--- src/rtl/isaPkg.sv ---
package isaPkg;

    localparam int OPCODE_W = 4;
    localparam int FUNC_W = 6;

    typedef logic [OPCODE_W-1:0] opcodeT;
    typedef logic [FUNC_W-1:0] funcT;

    // major opcodes
    localparam opcodeT OP_BNE = 4'd0;
    localparam opcodeT OP_BEQ = 4'd1;
    localparam opcodeT OP_BGZ = 4'd2;
    localparam opcodeT OP_BLZ = 4'd3;
    localparam opcodeT OP_ADI = 4'd4;
    localparam opcodeT OP_ORI = 4'd5;
    localparam opcodeT OP_LHI = 4'd6;
    localparam opcodeT OP_LWD = 4'd7;
    localparam opcodeT OP_SWD = 4'd8;
    localparam opcodeT OP_JMP = 4'd9;
    localparam opcodeT OP_JAL = 4'd10;
    localparam opcodeT OP_ALU = 4'd15;   // register type, see func

    // function field of OP_ALU
    localparam funcT FN_ADD = 6'd0;
    localparam funcT FN_SUB = 6'd1;
    localparam funcT FN_AND = 6'd2;
    localparam funcT FN_ORR = 6'd3;
    localparam funcT FN_NOT = 6'd4;
    localparam funcT FN_TCP = 6'd5;
    localparam funcT FN_SHL = 6'd6;
    localparam funcT FN_SHR = 6'd7;
    localparam funcT FN_JPR = 6'd25;
    localparam funcT FN_JRL = 6'd26;
    localparam funcT FN_WWD = 6'd28;
    localparam funcT FN_HLT = 6'd29;

    // which stages an instruction walks through
    typedef enum logic [2:0]
    {
        PATH_SHORT,   // ID EX1 EX2
        PATH_WB,      // ... EX2 WB
        PATH_STORE,   // ... MEM1..MEM4
        PATH_LOAD,    // ... MEM1..MEM4 WB
        PATH_HALT     // ID EX1 then halt
    } pathT;

endpackage

--- src/rtl/ctrlPkg.sv ---
package ctrlPkg;

    localparam int ALU_OP_W = 4;

    typedef logic [ALU_OP_W-1:0] aluOpT;
    localparam aluOpT ALU_ADD = 4'd0;
    localparam aluOpT ALU_SUB = 4'd1;
    localparam aluOpT ALU_AND = 4'd2;
    localparam aluOpT ALU_ORR = 4'd3;
    localparam aluOpT ALU_NOT = 4'd4;
    localparam aluOpT ALU_TCP = 4'd5;
    localparam aluOpT ALU_SHL = 4'd6;
    localparam aluOpT ALU_SHR = 4'd7;
    localparam aluOpT ALU_LHI = 4'd8;
    localparam aluOpT ALU_BNE = 4'd9;    // branch compares
    localparam aluOpT ALU_BEQ = 4'd10;
    localparam aluOpT ALU_BGZ = 4'd11;
    localparam aluOpT ALU_BLZ = 4'd12;

    typedef logic [1:0] srcBT;
    localparam srcBT SRCB_REG = 2'd0;
    localparam srcBT SRCB_ONE = 2'd1;    // shift by one
    localparam srcBT SRCB_IMM = 2'd2;
    localparam srcBT SRCB_ZERO = 2'd3;

    typedef logic [1:0] immSelT;
    localparam immSelT IMM_NONE = 2'd0;
    localparam immSelT IMM_SIGN8 = 2'd1;
    localparam immSelT IMM_TARGET12 = 2'd2;

    typedef logic [1:0] regDstT;
    localparam regDstT DST_RT = 2'd1;
    localparam regDstT DST_RD = 2'd2;
    localparam regDstT DST_LINK = 2'd3;  // r2 gets return address

    typedef enum logic [3:0]
    {
        ST_IDLE, ST_ID, ST_EX1, ST_EX2, ST_MEM1, ST_MEM2, ST_MEM3, ST_MEM4, ST_WB, ST_HALT
    } stageT;

endpackage

--- src/rtl/decodedInstIf.sv ---
`timescale 1ns/1ps

interface decodedInstIf;

    logic loaded;
    isaPkg::pathT path;
    logic skipId;
    ctrlPkg::aluOpT aluOp;
    logic srcA;              // 1 register, 0 PC
    ctrlPkg::srcBT srcB;
    ctrlPkg::immSelT immSel;
    logic pcFromAlu;
    logic isBranch;
    logic isLoad;
    logic isStore;
    logic isWwd;
    logic writesReg;
    ctrlPkg::regDstT regDst;
    logic retire;            // last stage ends this cycle

    modport dec (output loaded, path, skipId, aluOp, srcA, srcB, immSel, pcFromAlu,
                 isBranch, isLoad, isStore, isWwd, writesReg, regDst, input retire);
    modport seq (input loaded, path, skipId, output retire);
    modport gen (input aluOp, srcA, srcB, immSel, pcFromAlu, isBranch, isLoad, isStore,
                 isWwd, writesReg, regDst, retire);

endinterface

--- src/rtl/instDecoder.sv ---
`timescale 1ns/1ps

module instDecoder
(
    input  logic clk,
    input  logic rstN,
    input  logic instValid,
    output logic instReady,
    input  isaPkg::opcodeT opcode,
    input  isaPkg::funcT func,
    input  logic halted,
    decodedInstIf.dec dec
);

    logic accept;
    isaPkg::pathT nPath;
    logic nSkip;
    ctrlPkg::aluOpT nAluOp;
    logic nSrcA;
    ctrlPkg::srcBT nSrcB;
    ctrlPkg::immSelT nImm;
    logic nPcAlu;
    logic nBranch;
    logic nLoad;
    logic nStore;
    logic nWwd;
    logic nWrites;
    ctrlPkg::regDstT nDst;

    assign instReady = !dec.loaded && !halted;
    assign accept = instValid && instReady;

    always_comb
    begin
        nPath = isaPkg::PATH_SHORT;   // unknown codes run as no-op
        nSkip = 1'b0;
        nAluOp = ctrlPkg::ALU_ADD;
        nSrcA = 1'b0;
        nSrcB = ctrlPkg::SRCB_REG;
        nImm = ctrlPkg::IMM_NONE;
        nPcAlu = 1'b0;
        nBranch = 1'b0;
        nLoad = 1'b0;
        nStore = 1'b0;
        nWwd = 1'b0;
        nWrites = 1'b0;
        nDst = ctrlPkg::DST_RT;
        case (opcode)
            isaPkg::OP_ALU:
            begin
                case (func)
                    isaPkg::FN_ADD, isaPkg::FN_SUB, isaPkg::FN_AND, isaPkg::FN_ORR,
                    isaPkg::FN_NOT, isaPkg::FN_TCP, isaPkg::FN_SHL, isaPkg::FN_SHR:
                    begin
                        nPath = isaPkg::PATH_WB;
                        nSrcA = 1'b1;
                        nWrites = 1'b1;
                        nDst = ctrlPkg::DST_RD;
                        case (func)
                            isaPkg::FN_SUB: nAluOp = ctrlPkg::ALU_SUB;
                            isaPkg::FN_AND: nAluOp = ctrlPkg::ALU_AND;
                            isaPkg::FN_ORR: nAluOp = ctrlPkg::ALU_ORR;
                            isaPkg::FN_NOT: nAluOp = ctrlPkg::ALU_NOT;
                            isaPkg::FN_TCP: nAluOp = ctrlPkg::ALU_TCP;
                            isaPkg::FN_SHL: nAluOp = ctrlPkg::ALU_SHL;
                            isaPkg::FN_SHR: nAluOp = ctrlPkg::ALU_SHR;
                            default: nAluOp = ctrlPkg::ALU_ADD;
                        endcase
                        if (func == isaPkg::FN_SHL || func == isaPkg::FN_SHR)
                            nSrcB = ctrlPkg::SRCB_ONE;
                    end
                    isaPkg::FN_JPR, isaPkg::FN_JRL:
                    begin
                        nSrcA = 1'b1;
                        nSrcB = ctrlPkg::SRCB_ZERO;   // rs passes through as target
                        nPcAlu = 1'b1;
                        if (func == isaPkg::FN_JRL)
                        begin
                            nPath = isaPkg::PATH_WB;
                            nWrites = 1'b1;
                            nDst = ctrlPkg::DST_LINK;
                        end
                    end
                    isaPkg::FN_WWD:
                    begin
                        nSrcA = 1'b1;
                        nSrcB = ctrlPkg::SRCB_ZERO;
                        nWwd = 1'b1;
                    end
                    isaPkg::FN_HLT: nPath = isaPkg::PATH_HALT;
                    default: nPath = isaPkg::PATH_SHORT;
                endcase
            end
            isaPkg::OP_ADI, isaPkg::OP_ORI, isaPkg::OP_LHI, isaPkg::OP_LWD, isaPkg::OP_SWD:
            begin
                nSrcA = 1'b1;
                nSrcB = ctrlPkg::SRCB_IMM;
                nImm = ctrlPkg::IMM_SIGN8;
                nWrites = (opcode != isaPkg::OP_SWD);
                nLoad = (opcode == isaPkg::OP_LWD);
                nStore = (opcode == isaPkg::OP_SWD);
                if (opcode == isaPkg::OP_ORI)
                    nAluOp = ctrlPkg::ALU_ORR;
                else if (opcode == isaPkg::OP_LHI)
                    nAluOp = ctrlPkg::ALU_LHI;
                if (opcode == isaPkg::OP_LWD)
                    nPath = isaPkg::PATH_LOAD;
                else if (opcode == isaPkg::OP_SWD)
                    nPath = isaPkg::PATH_STORE;
                else
                    nPath = isaPkg::PATH_WB;
            end
            isaPkg::OP_BNE, isaPkg::OP_BEQ, isaPkg::OP_BGZ, isaPkg::OP_BLZ:
            begin
                nSrcA = 1'b1;
                nBranch = 1'b1;
                case (opcode)
                    isaPkg::OP_BNE: nAluOp = ctrlPkg::ALU_BNE;
                    isaPkg::OP_BEQ: nAluOp = ctrlPkg::ALU_BEQ;
                    isaPkg::OP_BGZ: nAluOp = ctrlPkg::ALU_BGZ;
                    default: nAluOp = ctrlPkg::ALU_BLZ;
                endcase
                if (opcode == isaPkg::OP_BGZ || opcode == isaPkg::OP_BLZ)
                    nSrcB = ctrlPkg::SRCB_ZERO;   // compare against zero
            end
            isaPkg::OP_JMP, isaPkg::OP_JAL:
            begin
                nPath = isaPkg::PATH_WB;
                nSkip = (opcode == isaPkg::OP_JMP);
                nSrcB = ctrlPkg::SRCB_IMM;
                nImm = ctrlPkg::IMM_TARGET12;
                nPcAlu = 1'b1;
                nWrites = (opcode == isaPkg::OP_JAL);
                nDst = ctrlPkg::DST_LINK;
            end
            default: nPath = isaPkg::PATH_SHORT;
        endcase
    end

    always_ff @(posedge clk or negedge rstN)
    begin
        if (!rstN)
            dec.loaded <= 1'b0;
        else if (accept)
            dec.loaded <= 1'b1;
        else if (dec.retire)
            dec.loaded <= 1'b0;
    end

    // decoded fields stand in for the instruction register
    always_ff @(posedge clk)
    begin
        if (accept)
        begin
            dec.path <= nPath;
            dec.skipId <= nSkip;
            dec.aluOp <= nAluOp;
            dec.srcA <= nSrcA;
            dec.srcB <= nSrcB;
            dec.immSel <= nImm;
            dec.pcFromAlu <= nPcAlu;
            dec.isBranch <= nBranch;
            dec.isLoad <= nLoad;
            dec.isStore <= nStore;
            dec.isWwd <= nWwd;
            dec.writesReg <= nWrites;
            dec.regDst <= nDst;
        end
    end

    // a held instruction blocks the next one until the sequencer retires it
    noAcceptWhileHeld: assert property (@(posedge clk) disable iff (!rstN)
        (dec.loaded && !dec.retire) |=> !(instValid && instReady));

endmodule

--- src/rtl/stageSequencer.sv ---
`timescale 1ns/1ps

module stageSequencer
(
    input  logic clk,
    input  logic rstN,
    decodedInstIf.seq seq,
    output ctrlPkg::stageT stage,
    output logic halted
);

    ctrlPkg::stageT stateQ;
    ctrlPkg::stageT stateD;

    // the walk starts in the cycle right after the handshake
    always_comb
    begin
        stage = stateQ;
        if (stateQ == ctrlPkg::ST_IDLE && seq.loaded)
            stage = seq.skipId ? ctrlPkg::ST_EX1 : ctrlPkg::ST_ID;
    end

    always_comb
    begin
        stateD = stage;
        seq.retire = 1'b0;
        case (stage)
            ctrlPkg::ST_ID: stateD = ctrlPkg::ST_EX1;
            ctrlPkg::ST_EX1:
            begin
                if (seq.path == isaPkg::PATH_HALT)
                    stateD = ctrlPkg::ST_HALT;   // only reset leaves it
                else
                    stateD = ctrlPkg::ST_EX2;
            end
            ctrlPkg::ST_EX2:
            begin
                if (seq.path == isaPkg::PATH_SHORT)
                begin
                    seq.retire = 1'b1;
                    stateD = ctrlPkg::ST_IDLE;
                end
                else if (seq.path == isaPkg::PATH_WB)
                    stateD = ctrlPkg::ST_WB;
                else
                    stateD = ctrlPkg::ST_MEM1;
            end
            ctrlPkg::ST_MEM1: stateD = ctrlPkg::ST_MEM2;
            ctrlPkg::ST_MEM2: stateD = ctrlPkg::ST_MEM3;
            ctrlPkg::ST_MEM3: stateD = ctrlPkg::ST_MEM4;
            ctrlPkg::ST_MEM4:
            begin
                if (seq.path == isaPkg::PATH_STORE)
                begin
                    seq.retire = 1'b1;
                    stateD = ctrlPkg::ST_IDLE;
                end
                else
                    stateD = ctrlPkg::ST_WB;
            end
            ctrlPkg::ST_WB:
            begin
                seq.retire = 1'b1;
                stateD = ctrlPkg::ST_IDLE;
            end
            default: stateD = stage;   // idle and halt hold
        endcase
    end

    always_ff @(posedge clk or negedge rstN)
    begin
        if (!rstN)
            stateQ <= ctrlPkg::ST_IDLE;
        else
            stateQ <= stateD;
    end

    assign halted = (stateQ == ctrlPkg::ST_HALT);

    stateLegal: assert property (@(posedge clk) disable iff (!rstN)
        stateQ inside {ctrlPkg::ST_IDLE, ctrlPkg::ST_ID, ctrlPkg::ST_EX1, ctrlPkg::ST_EX2,
                       ctrlPkg::ST_MEM1, ctrlPkg::ST_MEM2, ctrlPkg::ST_MEM3,
                       ctrlPkg::ST_MEM4, ctrlPkg::ST_WB, ctrlPkg::ST_HALT});

    // retire ends a final stage and the decoder is empty a cycle later
    retireStage: assert property (@(posedge clk) disable iff (!rstN)
        seq.retire |-> (stage inside {ctrlPkg::ST_EX2, ctrlPkg::ST_MEM4, ctrlPkg::ST_WB})
            ##1 (stage == ctrlPkg::ST_IDLE));

endmodule

--- src/rtl/ctrlSignalGen.sv ---
`timescale 1ns/1ps

module ctrlSignalGen
(
    input  ctrlPkg::stageT stage,
    decodedInstIf.gen gen,
    output logic pcWrite,
    output logic pcWriteCond,
    output logic pcFromAlu,
    output ctrlPkg::aluOpT aluOp,
    output logic aluSrcA,
    output ctrlPkg::srcBT aluSrcB,
    output ctrlPkg::immSelT immSel,
    output logic aluOutWrite,
    output logic memRead,
    output logic memWrite,
    output logic mdrWrite,
    output logic memToReg,
    output logic regWrite,
    output ctrlPkg::regDstT regDst,
    output logic wwd,
    output logic instDone,
    output logic halted
);

    always_comb
    begin
        pcWrite = 1'b0;
        pcWriteCond = 1'b0;
        pcFromAlu = 1'b0;
        aluOp = ctrlPkg::ALU_ADD;
        aluSrcA = 1'b0;
        aluSrcB = ctrlPkg::SRCB_REG;
        immSel = ctrlPkg::IMM_NONE;
        aluOutWrite = 1'b0;
        memRead = 1'b0;
        memWrite = 1'b0;
        mdrWrite = 1'b0;
        memToReg = 1'b0;
        regWrite = 1'b0;
        regDst = '0;
        wwd = 1'b0;
        case (stage)
            ctrlPkg::ST_ID: aluOutWrite = gen.isBranch;   // branch target
            ctrlPkg::ST_EX1:
            begin
                aluOp = gen.aluOp;
                aluSrcA = gen.srcA;
                aluSrcB = gen.srcB;
                immSel = gen.immSel;
                wwd = gen.isWwd;
            end
            ctrlPkg::ST_EX2:
            begin
                pcWrite = gen.pcFromAlu;   // jumps take the ALU result
                pcFromAlu = gen.pcFromAlu;
                pcWriteCond = gen.isBranch;
                aluOutWrite = (gen.writesReg && !gen.pcFromAlu) || gen.isLoad || gen.isStore;
            end
            ctrlPkg::ST_MEM1: memRead = gen.isLoad;
            ctrlPkg::ST_MEM2:
            begin
                mdrWrite = gen.isLoad;
                memWrite = gen.isStore;
            end
            ctrlPkg::ST_WB:
            begin
                regWrite = gen.writesReg;
                if (gen.writesReg)
                    regDst = gen.regDst;
                memToReg = gen.isLoad;
            end
            default: regDst = '0;
        endcase
        // decoder never marks one instruction as both load and store
        memExclusive: assert (!(memRead && memWrite));
    end

    assign instDone = gen.retire;
    assign halted = (stage == ctrlPkg::ST_HALT);

endmodule

--- src/rtl/mcCtrlTop.sv ---
`timescale 1ns/1ps

module mcCtrlTop
(
    input  logic clk,
    input  logic rstN,
    input  logic instValid,
    output logic instReady,
    input  isaPkg::opcodeT opcode,
    input  isaPkg::funcT func,
    output logic pcWrite,
    output logic pcWriteCond,
    output logic pcFromAlu,
    output ctrlPkg::aluOpT aluOp,
    output logic aluSrcA,
    output ctrlPkg::srcBT aluSrcB,
    output ctrlPkg::immSelT immSel,
    output logic aluOutWrite,
    output logic memRead,
    output logic memWrite,
    output logic mdrWrite,
    output logic memToReg,
    output logic regWrite,
    output ctrlPkg::regDstT regDst,
    output logic wwd,
    output logic instDone,
    output logic halted
);

    decodedInstIf instIf();
    ctrlPkg::stageT stage;
    logic seqHalted;   // blocks new instructions

    instDecoder uDecoder
    (
        .clk(clk),
        .rstN(rstN),
        .instValid(instValid),
        .instReady(instReady),
        .opcode(opcode),
        .func(func),
        .halted(seqHalted),
        .dec(instIf.dec)
    );

    stageSequencer uSequencer
    (
        .clk(clk),
        .rstN(rstN),
        .seq(instIf.seq),
        .stage(stage),
        .halted(seqHalted)
    );

    ctrlSignalGen uSignalGen
    (
        .stage(stage),
        .gen(instIf.gen),
        .pcWrite(pcWrite),
        .pcWriteCond(pcWriteCond),
        .pcFromAlu(pcFromAlu),
        .aluOp(aluOp),
        .aluSrcA(aluSrcA),
        .aluSrcB(aluSrcB),
        .immSel(immSel),
        .aluOutWrite(aluOutWrite),
        .memRead(memRead),
        .memWrite(memWrite),
        .mdrWrite(mdrWrite),
        .memToReg(memToReg),
        .regWrite(regWrite),
        .regDst(regDst),
        .wwd(wwd),
        .instDone(instDone),
        .halted(halted)
    );

endmodule

--- config.mk ---
export PLATFORM = sky130hd
export DESIGN_NAME = mcCtrlTop
export DESIGN_NICKNAME = d
export VERILOG_FILES = /design/src/rtl/isaPkg.sv /design/src/rtl/ctrlPkg.sv /design/src/rtl/decodedInstIf.sv /design/src/rtl/instDecoder.sv /design/src/rtl/stageSequencer.sv /design/src/rtl/ctrlSignalGen.sv /design/src/rtl/mcCtrlTop.sv
export SDC_FILE = /design/constraint.sdc
export NUM_CORES = 1
export LEC_CHECK = 0
export ABC_CLOCK_PERIOD_IN_PS = 1600
export BUFFER_PORTS_ARGS = -buffer_cell sky130_fd_sc_hd__buf_4
export CAP_MARGIN = 10
export CORE_MARGIN = 2
export CORE_UTILIZATION = 47
export DETAILED_ROUTE_END_ITERATION = 10
export GPL_TIMING_DRIVEN = 0
export HOLD_SLACK_MARGIN = 0.05
export PLACE_DENSITY = 0.74
export SYNTH_ARGS = -nofsm -noshare
export SYNTH_HDL_FRONTEND = slang
export SYNTH_SLANG_ARGS = --single-unit
--- constraint.sdc ---
create_clock -name clk -period 1.6 [get_ports clk]
set_input_delay 0 -clock clk [delete_from_list [all_inputs] [get_ports clk]]
set_output_delay 0 -clock clk [all_outputs]
set_load 0.005 [all_outputs]
==> flow_results.org, run 1 <==
** Global routing
- Global routing used a little under two fifths of the available met2 tracks.
- For this run, global-route usage on met1 was measured as 25.1%.
- Antenna violations before repair :: 0
- Entering global routing, the biggest net connects 22 pins.
- The first global-routing pass estimated 5580 um of wire.
- Global routing used under 10% of the available met3 tracks.
- For this run the aggregate overflow at the end of global routing stands at 0.
- In the global route stage, overall resource usage came out at 20.5%.
- In this run the most used layer during global routing was met2.
- Number of global-route vias before repair :: 1257

** Clock network
- In this run the number of H-tree levels came out at 1.
- Clock Root Buffer :: sky130_fd_sc_hd__clkbuf_4
- Number of sinks driven by the clock tree :: 26
- Clock latency at the later pin of the worst-skew pair :: 320 ps
- Clock tree synthesis inserted a total of 3 buffers.
- Clock Path Buffers :: 2
- Clock-pin slew was measured on the worst setup and hold paths at roughly 140 ps.
- TritonCTS built the clock tree.

** Timing
- Max Clk Rate :: 598 MHz
- Clock tree skew after final layout :: 1.31 ps
- Setup repair after global routing could not meet its margin everywhere.
- The final hold violation count was 0.
- Post-route worst setup slack :: -72.8 ps
- WHS :: around 68 ps
- Post-layout min period :: ~1700 ps
- Count of final setup violators :: 14
- Post-route clock period utilization :: 105%
- The number of slew-limit violations in the final report was 0.
- Worst max-slew margin expressed relative to the limit :: 70.2%
- Transition time of the tightest slew-check pin :: between 400 and 500 ps
- Sum of negative setup slack :: -808 ps

** Cells and area
- Filler cell count :: 253
- Layout overhead on the synthesized area :: 40.3%
- Number of inserted diodes :: 0
- Share of layout cells above drive strength 1 :: 41.1%
- Total Nets Final :: 221

** Worst setup path
- STA puts the critical path data arrival time at 1670 ps.
- Reg2reg start :: uSequencer.stateQ[0]
- Max FO, Critical Path :: 5
- Data on the critical path is required at its endpoint by 1600 ps.
- Endpoint class of the critical path :: output pin
- Startpoint kind of the worst setup timing path :: register
- Critical path, cell by cell :: buf_6, nor4_4, buf_4, and2_4, buf_6
- Standard cell with the maximum stage delay on the critical path :: sky130_fd_sc_hd__dfrtp_1
- WS Path Type :: reg2out
- Grouping stages by cell kind, the critical path spends the most delay in simple AND/OR/NAND/NOR gates.
- The number of cells on the worst reg-to-reg path is 4.
- Crit. Startpoint :: uSequencer.stateQ[3]
- Setup slack on the worst reg-to-reg path comes out at ~70 ps.
- Among the stages of the critical path, the cell type that occurs most often is sky130_fd_sc_hd__buf_6.
- Delay contributed by the slowest stage of the critical path :: 430 ps
- Combined buffer and inverter count along the critical path :: 3
- Worst r2r dst :: uDecoder.dec.aluOp[0]

** Synth
- Syn Nets :: 166
- Yosys mapped a number of flops with a built-in enable equal to 21.
- Async set-reset flop share out of synthesis :: between 10% and 20%
- Mean cell area of the mapped netlist :: 9.96 um^2
- Portion of the post-synthesis area used by sequential elements :: 49.6%
- The most used flip-flop cell after synthesis is sky130_fd_sc_hd__edfxtp_1.
- Register bit count reported by yosys :: 26
- The cell area that synthesis handed to floorplanning was 0.00152 mm^2.
- Synth unique cells :: 43
- Count of synthesis-stage warnings from yosys :: 0
- Synthesized instance count :: 153

** Place
- The congestion estimate from routability-driven global placement came to between 0.8 and 0.9.
- Port buffering added 31 buffers.
- Prior to clock tree synthesis, the placed netlist has a worst setup slack of -114 ps.
- Placed wire-length estimate :: 2360 um

** Drt
- Number of violations reported at the end of detailed-routing iteration 0 :: 50
- After detailed routing, the number of remaining DRC violations is 0.
- Across all layers, the routed design uses around 1300 vias.
- Sum of routed wire length over all layers :: 3640 um
- Router iterations before antenna repair :: 4
- Via density per instance :: 5.34
- Post-DRT Antenna Nets :: 0
- In the final routed layout, each cell accounts on average for approximately 15 um.

** Worst hold path
- The startpoint identified for the worst hold timing path is opcode[3].
- For hold timing, the worst endpoint is uDecoder.dec.aluOp[3].
- The worst hold path was traced through 2 stages.
- The tightest min-delay check is of the in2reg type.

** Floorplanning
- The core region is 0.00308 mm^2.
- Die Width :: 60.9 um
- Io pins :: 37
- Die height :: 60.9 um
- For this configuration, the core starts out at a cell density of 49.5%.
- Row count :: 20
- Die area :: between 0.003 and 0.004 mm^2

** Outcome
- Violated checks :: setup timing
- Run status :: complete, but fails checks

** Run
- Across the run, the number of max-cap violations was 0.

** Power
- Summed over all cells, the static leakage comes to around 0.93 nW.
- Worst VDD drop :: 655 uV
- P per Cell Area :: 1340 mW/mm^2
[metrics by stage]
step | power (W) | utilization, % | cell area [um^2] | cells
after floorplan | 0.00166 | - | 1530 | 153
after global placement | 0.00199 | 58.9 | 1810 | 228
after detailed placement | 0.00204 | 58.9 | 1810 | 228
after CTS | 0.00257 | 65.0 | 2000 | 243
after global routing | 0.00306 | 69.5 | 2140 | 251
final | 0.00287 | 69.5 | 2140 | 251
[power by group]
group | switching (W) | internal (W)
clock | 0.000193 | 0.0000977
combinational | 0.000714 | 0.000835
sequential | 0.000122 | 0.000907
[worst reg2reg max path, stage by stage (launching register included)]
cell,delay [ps]
sky130_fd_sc_hd__dfrtp_1,520
sky130_fd_sc_hd__nand2_1,150
sky130_fd_sc_hd__nor3_2,60
sky130_fd_sc_hd__nor2_2,170
sky130_fd_sc_hd__and2_2,340
[cell families (layout without fill, tap and decap cells)]
kind of cell / Yosys count / in the layout / synth area share [%]
AO/OA/AOI/OAI: 25 / 25 / 10.8
XOR/XNOR: 2 / 2 / 1.15
buffers and inverters: 17 / 70 / 5.66
flip-flops: 26 / 26 / 49.6
multiplexers: 1 / 1 / 0.739
AND/OR/NAND/NOR: 82 / 83 / 32.0
[sequential cells by signal, indices dropped and copies added, names as in the netlist, 2 cells and up]
name	cells
uDecoder.dec.path	3
uDecoder.dec.srcB	2
uSequencer.stateQ	4
uDecoder.dec.immSel	2
uDecoder.dec.regDst	2
uDecoder.dec.aluOp	4
[final cells by class]
cell class              instances  area (um^2)  share of cell area (%)
inverters                       6         22.5                    1.05
multi-input cells             111          769                    36.0
plain buffers                  11         77.6                    3.63
well taps                      44         55.1                    2.57
clock buffers                   4         26.3                    1.23
repair buffers                 49          432                    20.2
flip-flops and latches         26          756                    35.3
[layer usage]
metal | vias up | share of wire, %
li1 | 655 | -
met1 | 641 | 42
met2 | 41 | 53
met3 | 4 | 4.2
met4 | 0 | 1.2
met5 | - | 0
[timing repair]
action	CTS	global route
setup buffers	4	7
cloned	1	1
resized for setup	18	23
pin swaps	7	9
endpoints found under the setup margin	36	40
hold buffers	6	0
endpoints found under the hold margin	10	0
[cells in the mapped netlist, types with 2 or more instances]
cell type | n | area [um^2]
sky130_fd_sc_hd__a21oi_1 | 4 | 20.0
sky130_fd_sc_hd__nand3b_1 | 3 | 22.5
sky130_fd_sc_hd__edfxtp_1 | 21 | 631
sky130_fd_sc_hd__and3_2 | 2 | 15.0
sky130_fd_sc_hd__o21ai_0 | 8 | 40.0
sky130_fd_sc_hd__inv_1 | 6 | 22.5
sky130_fd_sc_hd__nand2b_1 | 5 | 31.3
sky130_fd_sc_hd__buf_4 | 4 | 30.0
sky130_fd_sc_hd__a211o_1 | 2 | 17.5
sky130_fd_sc_hd__nor2b_1 | 2 | 12.5
sky130_fd_sc_hd__and2_1 | 14 | 87.6
sky130_fd_sc_hd__buf_2 | 6 | 30.0
sky130_fd_sc_hd__dfrtp_1 | 5 | 125
sky130_fd_sc_hd__nor3_2 | 3 | 30.0
sky130_fd_sc_hd__nand4_1 | 2 | 12.5
sky130_fd_sc_hd__and3_1 | 2 | 12.5
sky130_fd_sc_hd__nor2_1 | 13 | 48.8
sky130_fd_sc_hd__o31ai_1 | 3 | 22.5
sky130_fd_sc_hd__nand2_1 | 20 | 75.1
sky130_fd_sc_hd__nand3_1 | 5 | 25.0
[worst max-delay path by stage]
| stage | to | slack (ps) | cells past startpoint |
|---|---|---|---|
| floorplan | uDecoder.dec.aluOp[0] | 50 | 5 |
| global placement | uDecoder.dec.srcA | -30 | 5 |
| detailed placement | uDecoder.dec.srcA | -110 | 5 |
| CTS | aluOp[0] | -80 | 5 |
| global route | aluSrcB[0] | -180 | 5 |
| finish | aluSrcB[0] | -70 | 5 |
[placed cells by master, fill, tap and decap left out, types with 2 or more instances in the layout]
master                          Yosys  routed
sky130_fd_sc_hd__edfxtp_1          21      21
sky130_fd_sc_hd__a211o_1            2       2
sky130_fd_sc_hd__buf_4              4      32
sky130_fd_sc_hd__a21oi_1            4       4
sky130_fd_sc_hd__nand4_1            2       2
sky130_fd_sc_hd__and3_1             2       2
sky130_fd_sc_hd__nor2_1            13      10
sky130_fd_sc_hd__nand3b_1           3       3
sky130_fd_sc_hd__nor2_2             0       2
sky130_fd_sc_hd__buf_2              6       5
sky130_fd_sc_hd__inv_1              6       6
sky130_fd_sc_hd__nand3_1            5       5
sky130_fd_sc_hd__and2_1            14       3
sky130_fd_sc_hd__nor2b_1            2       2
sky130_fd_sc_hd__o21ai_0            8       8
sky130_fd_sc_hd__clkbuf_1           1       2
sky130_fd_sc_hd__buf_6              0      16
sky130_fd_sc_hd__and2_4             0      12
sky130_fd_sc_hd__o31ai_1            3       3
sky130_fd_sc_hd__clkbuf_4           0       3
sky130_fd_sc_hd__nand2_1           20      20
sky130_fd_sc_hd__dlygate4sd3_1      0       6
sky130_fd_sc_hd__dfrtp_1            5       5
sky130_fd_sc_hd__nor3_2             3       3
sky130_fd_sc_hd__nand2b_1           5       5
(Power assumes the default switching activity.)
==> inputs of run 2 (changes only) <==
--- a/constraint.sdc
+++ b/constraint.sdc
@@ -3,2 +3,2 @@
 set_output_delay 0 -clock clk [all_outputs]
-set_load 0.005 [all_outputs]
+set_load 0.1 [all_outputs]
==> flow_results.org, run 2 (synthesized netlist as in run 1, its figures left out) <==
** Drt
- The total wire length is 4410 um (+21%).
- The number of vias per cell was 5.68 (+6.3%).
- Post-detailed-route DRC marker count :: 0 (unchanged)
- The number of nets still failing antenna checks after routing is 0 (unchanged).
- The first-pass iteration count of the detailed router came to 5 (+1).
- Total vias in the final route :: 1431 (+6.7%)
- The wire length per cell was 17.5 um (+21%).
- Number of violations reported at the end of detailed-routing iteration 0 :: 72 (+44%)

** Clock network
- Register clock-pin slew on the reported worst setup and hold paths :: 150 ps (about the same)
- Clock latency at the later pin of the worst-skew pair :: 320 ps (about the same)
- Clock tree from TritonCTS :: built
- Clock Path Buffers :: 2 (unchanged)
- The CTS buffer count is 3 (unchanged).
- CTS H-tree depth :: 1 (unchanged)
- Number of sinks driven by the clock tree :: 26 (unchanged)
- Clock tree synthesis selected as its root buffer the cell sky130_fd_sc_hd__clkbuf_4.

** Cells and area
- The largest registers in the layout are uDecoder.dec.aluOp: 4 flops, uSequencer.stateQ: 4 flops, uDecoder.dec.path: 3 flops.
- Share of layout cells above drive strength 1 :: 46.6% (+5.6 points)
- The area taken by multi-input logic gates was 817 um^2 (+6.2%).
- Layout overhead on the synthesized area :: 61.5%
- The fill cell total of the finished layout came to 187 (-26%).
- Seq. cell area :: 758 um^2 (+0.33%)
- The library cells used most frequently in the layout, excluding fill and tap cells, are sky130_fd_sc_hd__buf_12, sky130_fd_sc_hd__buf_4, sky130_fd_sc_hd__edfxtp_1, sky130_fd_sc_hd__nand2_1, sky130_fd_sc_hd__and2_4.
- The diode insertion count for antenna repair came to 0 (unchanged).
- Total Nets Final :: 222 (+0.45%)
- Leading cell type in the layout, fill and taps excluded :: sky130_fd_sc_hd__buf_12

** Timing
- The sum of negative setup slack came to -2270 ps (-1460 ps).
- The total setup violations reported at the end of the flow is 20 (+6).
- Post-route clock period utilization :: 110% (+5.0 points)
- The slew at the pin closest to its max-slew limit came to 437 ps (-7.16 ps).
- RSZ-0062 raised after global routing :: true
- The minimum clock period came to 1750 ps (+80.2 ps).
- Max-slew violation count :: 0 (unchanged)
- The final hold violation count came to 0 (unchanged).
- The post-route clock skew is 7.85 ps (+6.53 ps).
- The worst relative slew slack came to 70.7% (+0.48 points).
- The highest attainable clock frequency was 570 MHz (-4.6%).
- Post-route worst setup slack :: -153 ps (-80.2 ps)

** Place
- The number of buffer cells added on primary ports came to 31 (unchanged).
- The placement-stage worst setup slack was 20.0 ps (+134 ps).
- Placed wire-length estimate :: 2480 um (+5.0%)
- The global placer's final weighted congestion was 0.802 (-1.2%).

** Worst setup path
- Endpoint arrival time on the critical path :: 1750 ps (+80 ps)
- The data required time of the critical path is 1600 ps (about the same).
- Reg2Reg Setup Slack :: 50 ps (-20 ps)
- Startpoint kind of the worst setup timing path :: register
- STA classifies the critical path endpoint as an output pin.
- Max FO, Critical Path :: 6 (+1)
- WS Path Type :: reg2out

** Floorplanning
- The initial cell density of the core came to 49.5% (unchanged).
- The number of cell rows came to 20 (unchanged).
- The total die area came to 0.00371 mm^2 (unchanged).
- Die Width :: 60.9 um (unchanged)
- Io pins :: 37 (unchanged)
- The placeable core region is 0.00308 mm^2 (unchanged).
- The die span in y was 60.9 um (unchanged).

** Power
- The switching power summed over all nets is 0.00221 W (+120%).
- Fraction of power spent switching nets :: 49.8% (+14 points)
- The power share of the clock group was 7.7% (-2.4 points).
- The fraction of power consumed by sequential logic is 23.6% (-12 points).
- The design internal power is 0.00223 W (+21%).
- P per Cell Area :: 1810 mW/mm^2 (+35%)
- The maximum vdd drop came to 934 uV (+43%).
- The combinational power share came to 68.7% (+15 points).
- The leakage power of the design is 1.01 nW (+8.4%).

** Global routing
- Pin count of the biggest net entering global routing :: 22 (unchanged)
- Number of global-route vias before repair :: 1331 (+5.9%)
- GRT Util Overall :: 22.5% (+2.0 points)
- First-pass GRT wire length :: 6150 um (+10%)
- Global route overflow :: 0 (unchanged)
- Antenna violations before repair :: 0 (unchanged)

** Run
- The max capacitance violation total was 0 (unchanged).

** Outcome
- The final reports fail on setup timing.
- The run finished, with violations left.

** Worst hold path
- The tightest min-delay check is of the in2reg type.
## run 2: layout make-up
type	count	share of cell area, %
Tap cell	44	2.24
Sequential cell	26	30.8
Multi-Input combinational cell	111	33.2
Inverter	6	0.915
Buffer	11	3.30
Clock buffer	4	1.47
Timing Repair Buffer	50	28.1
## run 2: path summary, 6_finish.rpt
kind                                       from                      to  cells after the start
max                        uSequencer.stateQ[2]                instDone                      7
max reg2reg                uSequencer.stateQ[3]  uDecoder.dec.regDst[1]                      6
max in group asynchronous                  rstN     uDecoder.dec.loaded                      3
min                                   opcode[3]   uDecoder.dec.aluOp[3]                      2
min reg2reg                uSequencer.stateQ[3]    uSequencer.stateQ[0]                      3
min in group asynchronous                  rstN    uSequencer.stateQ[3]                      3
## run 2: critical path: stages (launching register included)
cell	delay (ps)
sky130_fd_sc_hd__dfrtp_1	400
sky130_fd_sc_hd__buf_6	140
sky130_fd_sc_hd__buf_4	140
sky130_fd_sc_hd__xor2_1	240
sky130_fd_sc_hd__nor4_2	60
sky130_fd_sc_hd__nor2_1	160
sky130_fd_sc_hd__inv_1	110
sky130_fd_sc_hd__buf_12	170
## run 2: power by group through the flow
stage / combinational [W] / clock (W) / sequential, W
after CTS: 0.00277 / 0.000338 / 0.00102
after detailed placement: 0.00209 / 0 / 0.00103
after global placement: 0.00206 / 0 / 0.00102
after floorplan: 0.00173 / 0 / 0.00100
after global routing: 0.00316 / 0.000369 / 0.00106
final: 0.00305 / 0.000342 / 0.00105
## run 2: timing repair
action / CTS / global route
endpoints found under the setup margin: 22 / 45
pin swaps: 16 / 12
setup buffers: 9 / 4
hold buffers: 6 / 0
gates resized for setup: 80 / 25
gates cloned: 1 / 1
endpoints found under the hold margin: 10 / 0
## run 2: per-stage QoR
stage | hold WS [ps] | cell area, um^2 | cells | power (W) | utilization (%)
after floorplan | -296 | 1570 | 153 | 0.00273 | -
after global placement | -196 | 1860 | 228 | 0.00308 | 60.4
after detailed placement | -194 | 1860 | 228 | 0.00313 | 60.4
after CTS | 66.7 | 2330 | 248 | 0.00412 | 75.7
after global routing | 65.2 | 2460 | 252 | 0.00459 | 80.0
final | 62.1 | 2460 | 252 | 0.00445 | 80.0
## run 2: layer usage
metal	vias up	global-route usage, %	share of wire, %
met3	16	1.92	4.8
met5	-	0	0
li1	653	-	-
met4	0	7.45	4.2
met2	81	40.7	52
met1	681	28.2	39
==> inputs of run 3 (changes only) <==
RECOVER_POWER = 50   (was unset)
==> flow_results.org, run 3 (synthesized netlist as in run 1, its figures left out) <==
** Worst setup path
- STA classifies the critical path endpoint as an output pin.
- The data required time of the critical path is 1600 ps (about the same).
- Endpoint arrival time on the critical path :: 1750 ps (about the same)
- Reg2reg start :: uSequencer.stateQ[3]
- The worst setup path is launched from a register.
- WS Path Type :: reg2out
- Crit. Startpoint :: uSequencer.stateQ[2]
- The top fanout value on the critical path is 6 (unchanged).

** Drt
- Average routed wire per standard cell :: 17.5 um (-0.20%)
- The total wire length is 4400 um (-0.20%).
- Total vias in the final route :: 1440 (+0.63%)
- Post-detailed-route DRC marker count :: 0 (unchanged)
- The number of nets still failing antenna checks after routing was 0 (unchanged).
- The DRC violation total after the first TritonRoute iteration came to 114 (+58%).
- Router iterations before antenna repair :: 4 (-1)
- Via density per instance :: 5.71 (+0.63%)

** Global routing
- The largest net degree at the start of global routing was 22 (unchanged).
- The first-pass GRT wire length came to 6150 um (unchanged).
- The overall overflow remaining after global route is 0 (unchanged).
- Number of global-route vias before repair :: 1331 (unchanged)
- Antenna violations before repair :: 0 (unchanged)
- GRT Util Overall :: 22.5% (unchanged)

** Timing
- Post-layout min period :: 1750 ps (-2.93 ps)
- Final-report hold violation count :: 0 (unchanged)
- Sum of negative setup slack :: -2230 ps (+40.6 ps)
- The number of slew-limit violations in the final report is 0 (unchanged).
- The highest attainable clock frequency is 571 MHz (+0.17%).
- The worst relative slew slack was 67.8% (-2.9 points).
- Clock tree skew after final layout :: 7.40 ps (-0.443 ps)
- RSZ-0062 raised after global routing :: true
- The slack of the critical path was -150 ps (+2.93 ps).
- The slew at the pin closest to its max-slew limit was 480 ps (+42.6 ps).
- Count of final setup violators :: 20 (unchanged)
- The ratio of final minimum period to clock period came to 109% (-0.18 points).

** Clock network
- Clock latency at the later pin of the worst-skew pair :: 320 ps (about the same)
- Number of sinks driven by the clock tree :: 26 (unchanged)
- The clock tree buffer depth was 2 (unchanged).
- Clock Root Buffer :: sky130_fd_sc_hd__clkbuf_4
- The H-tree level count was 1 (unchanged).
- Number of buffers inserted during clock tree synthesis :: 3 (unchanged)
- Clock tree from TritonCTS :: built
- Register clock-pin slew on the reported worst setup and hold paths :: 150 ps (about the same)

** Floorplanning
- The placeable core region was 0.00308 mm^2 (unchanged).
- Die height :: 60.9 um (unchanged)
- The total die area came to 0.00371 mm^2 (unchanged).
- Io pins :: 37 (unchanged)
- The initial cell density of the core was 49.5% (unchanged).
- Row count :: 20 (unchanged)
- Die Width :: 60.9 um (unchanged)

** Cells and area
- Commonest cells after routing, fill and taps aside :: sky130_fd_sc_hd__buf_12, sky130_fd_sc_hd__edfxtp_1, sky130_fd_sc_hd__nand2_1, sky130_fd_sc_hd__buf_4, sky130_fd_sc_hd__and2_4
- Total Nets Final :: 222 (unchanged)
- Compared with the post-synthesis result, the final layout area differs by 60.5%.
- Number of inserted diodes :: 0 (unchanged)
- Share of layout cells above drive strength 1 :: 44.2% (-2.4 points)
- Leading cell type in the layout, fill and taps excluded :: sky130_fd_sc_hd__buf_12
- In the final layout, the registers with the most flip-flops are uDecoder.dec.aluOp: 4 flops, uSequencer.stateQ: 4 flops, uDecoder.dec.path: 3 flops.

** Run
- Max-cap violations :: 0 (unchanged)

** Outcome
- Violated checks :: setup timing
- Run status :: complete, but fails checks

** Power
- The power density over cell area is 1810 mW/mm^2 (+0.44%).
- The maximum vdd drop came to 933 uV (about the same).
- Leakage Power :: 0.997 nW (-1.3%)

** Place
- The post-detailed-placement half-perimeter wirelength is 2480 um (unchanged).
- The global placer's final weighted congestion is 0.802 (unchanged).
- The placement-stage worst setup slack is 20.0 ps (unchanged).
- The number of buffer cells added on primary ports came to 31 (unchanged).

** Worst hold path
- Class of the most critical hold timing path :: in2reg
- In this run the most critical hold path is launched from opcode[3].
## run 3: critical path, stage by stage, from the launching register on
cell	delay, ps
sky130_fd_sc_hd__dfrtp_1	400
sky130_fd_sc_hd__buf_6	140
sky130_fd_sc_hd__buf_4	140
sky130_fd_sc_hd__xor2_1	240
sky130_fd_sc_hd__nor4_2	60
sky130_fd_sc_hd__nor2_1	160
sky130_fd_sc_hd__inv_1	110
sky130_fd_sc_hd__buf_12	170
## run 3: timing repair
item                                    4_1_cts  5_1_grt
endpoints found under the setup margin       22       45
gates resized for setup                      80       25
hold endpoints to repair                     10        0
gates cloned                                  1        1
setup buffers                                 9        4
hold buffers                                  6        0
pin swaps                                    16       12
## run 3: cell type report
cell class / count / area [um^2]
multi-input cells: 111 / 812
plain buffers: 11 / 78.8
fillers: 192 / 632
well taps: 44 / 55.1
flip-flops and latches: 26 / 758
repair buffers: 50 / 683
inverters: 6 / 22.5
clock buffers: 4 / 36.3
## run 3: power breakdown
part	switching, W	internal [W]	total (W)	leakage, nW
combinational	0.00187	0.00118	0.00305	0.721
sequential	0.000138	0.000912	0.00105	0.255
clock	0.000201	0.000139	0.000340	0.0210
## run 3: metrics by stage
stage / area (um^2) / util [%] / hold WS (ps) / instances / total power, W
6_report: 2450 / 79.5 / 61.8 / 252 / 0.00444
5_1_grt: 2450 / 79.5 / 65.2 / 252 / 0.00459
2_1_floorplan: 1570 / - / -296 / 153 / 0.00273
3_3_place_gp: 1860 / 60.4 / -196 / 228 / 0.00308
3_5_place_dp: 1860 / 60.4 / -194 / 228 / 0.00313
4_1_cts: 2330 / 75.7 / 66.7 / 248 / 0.00412
## run 3: worst paths after layout
kind / cells after the start / to / slack [ps]
worst max-delay path: 7 / instDone / -150
worst min-delay path: 2 / uDecoder.dec.aluOp[3] / 60
worst max register to register: 6 / uDecoder.dec.regDst[1] / 50
worst min register to register: 3 / uSequencer.stateQ[0] / 680
max in group asynchronous: 3 / uDecoder.dec.loaded / 770
min in group asynchronous: 3 / uSequencer.stateQ[3] / 610
## run 3: per-layer routing
metal	up-vias	part of all wire, %	global-route usage, %
li1	650	-	-
met1	695	39	28.2
met2	79	52	40.7
met3	16	5.2	1.92
met4	0	4.2	7.45
met5	-	0	0
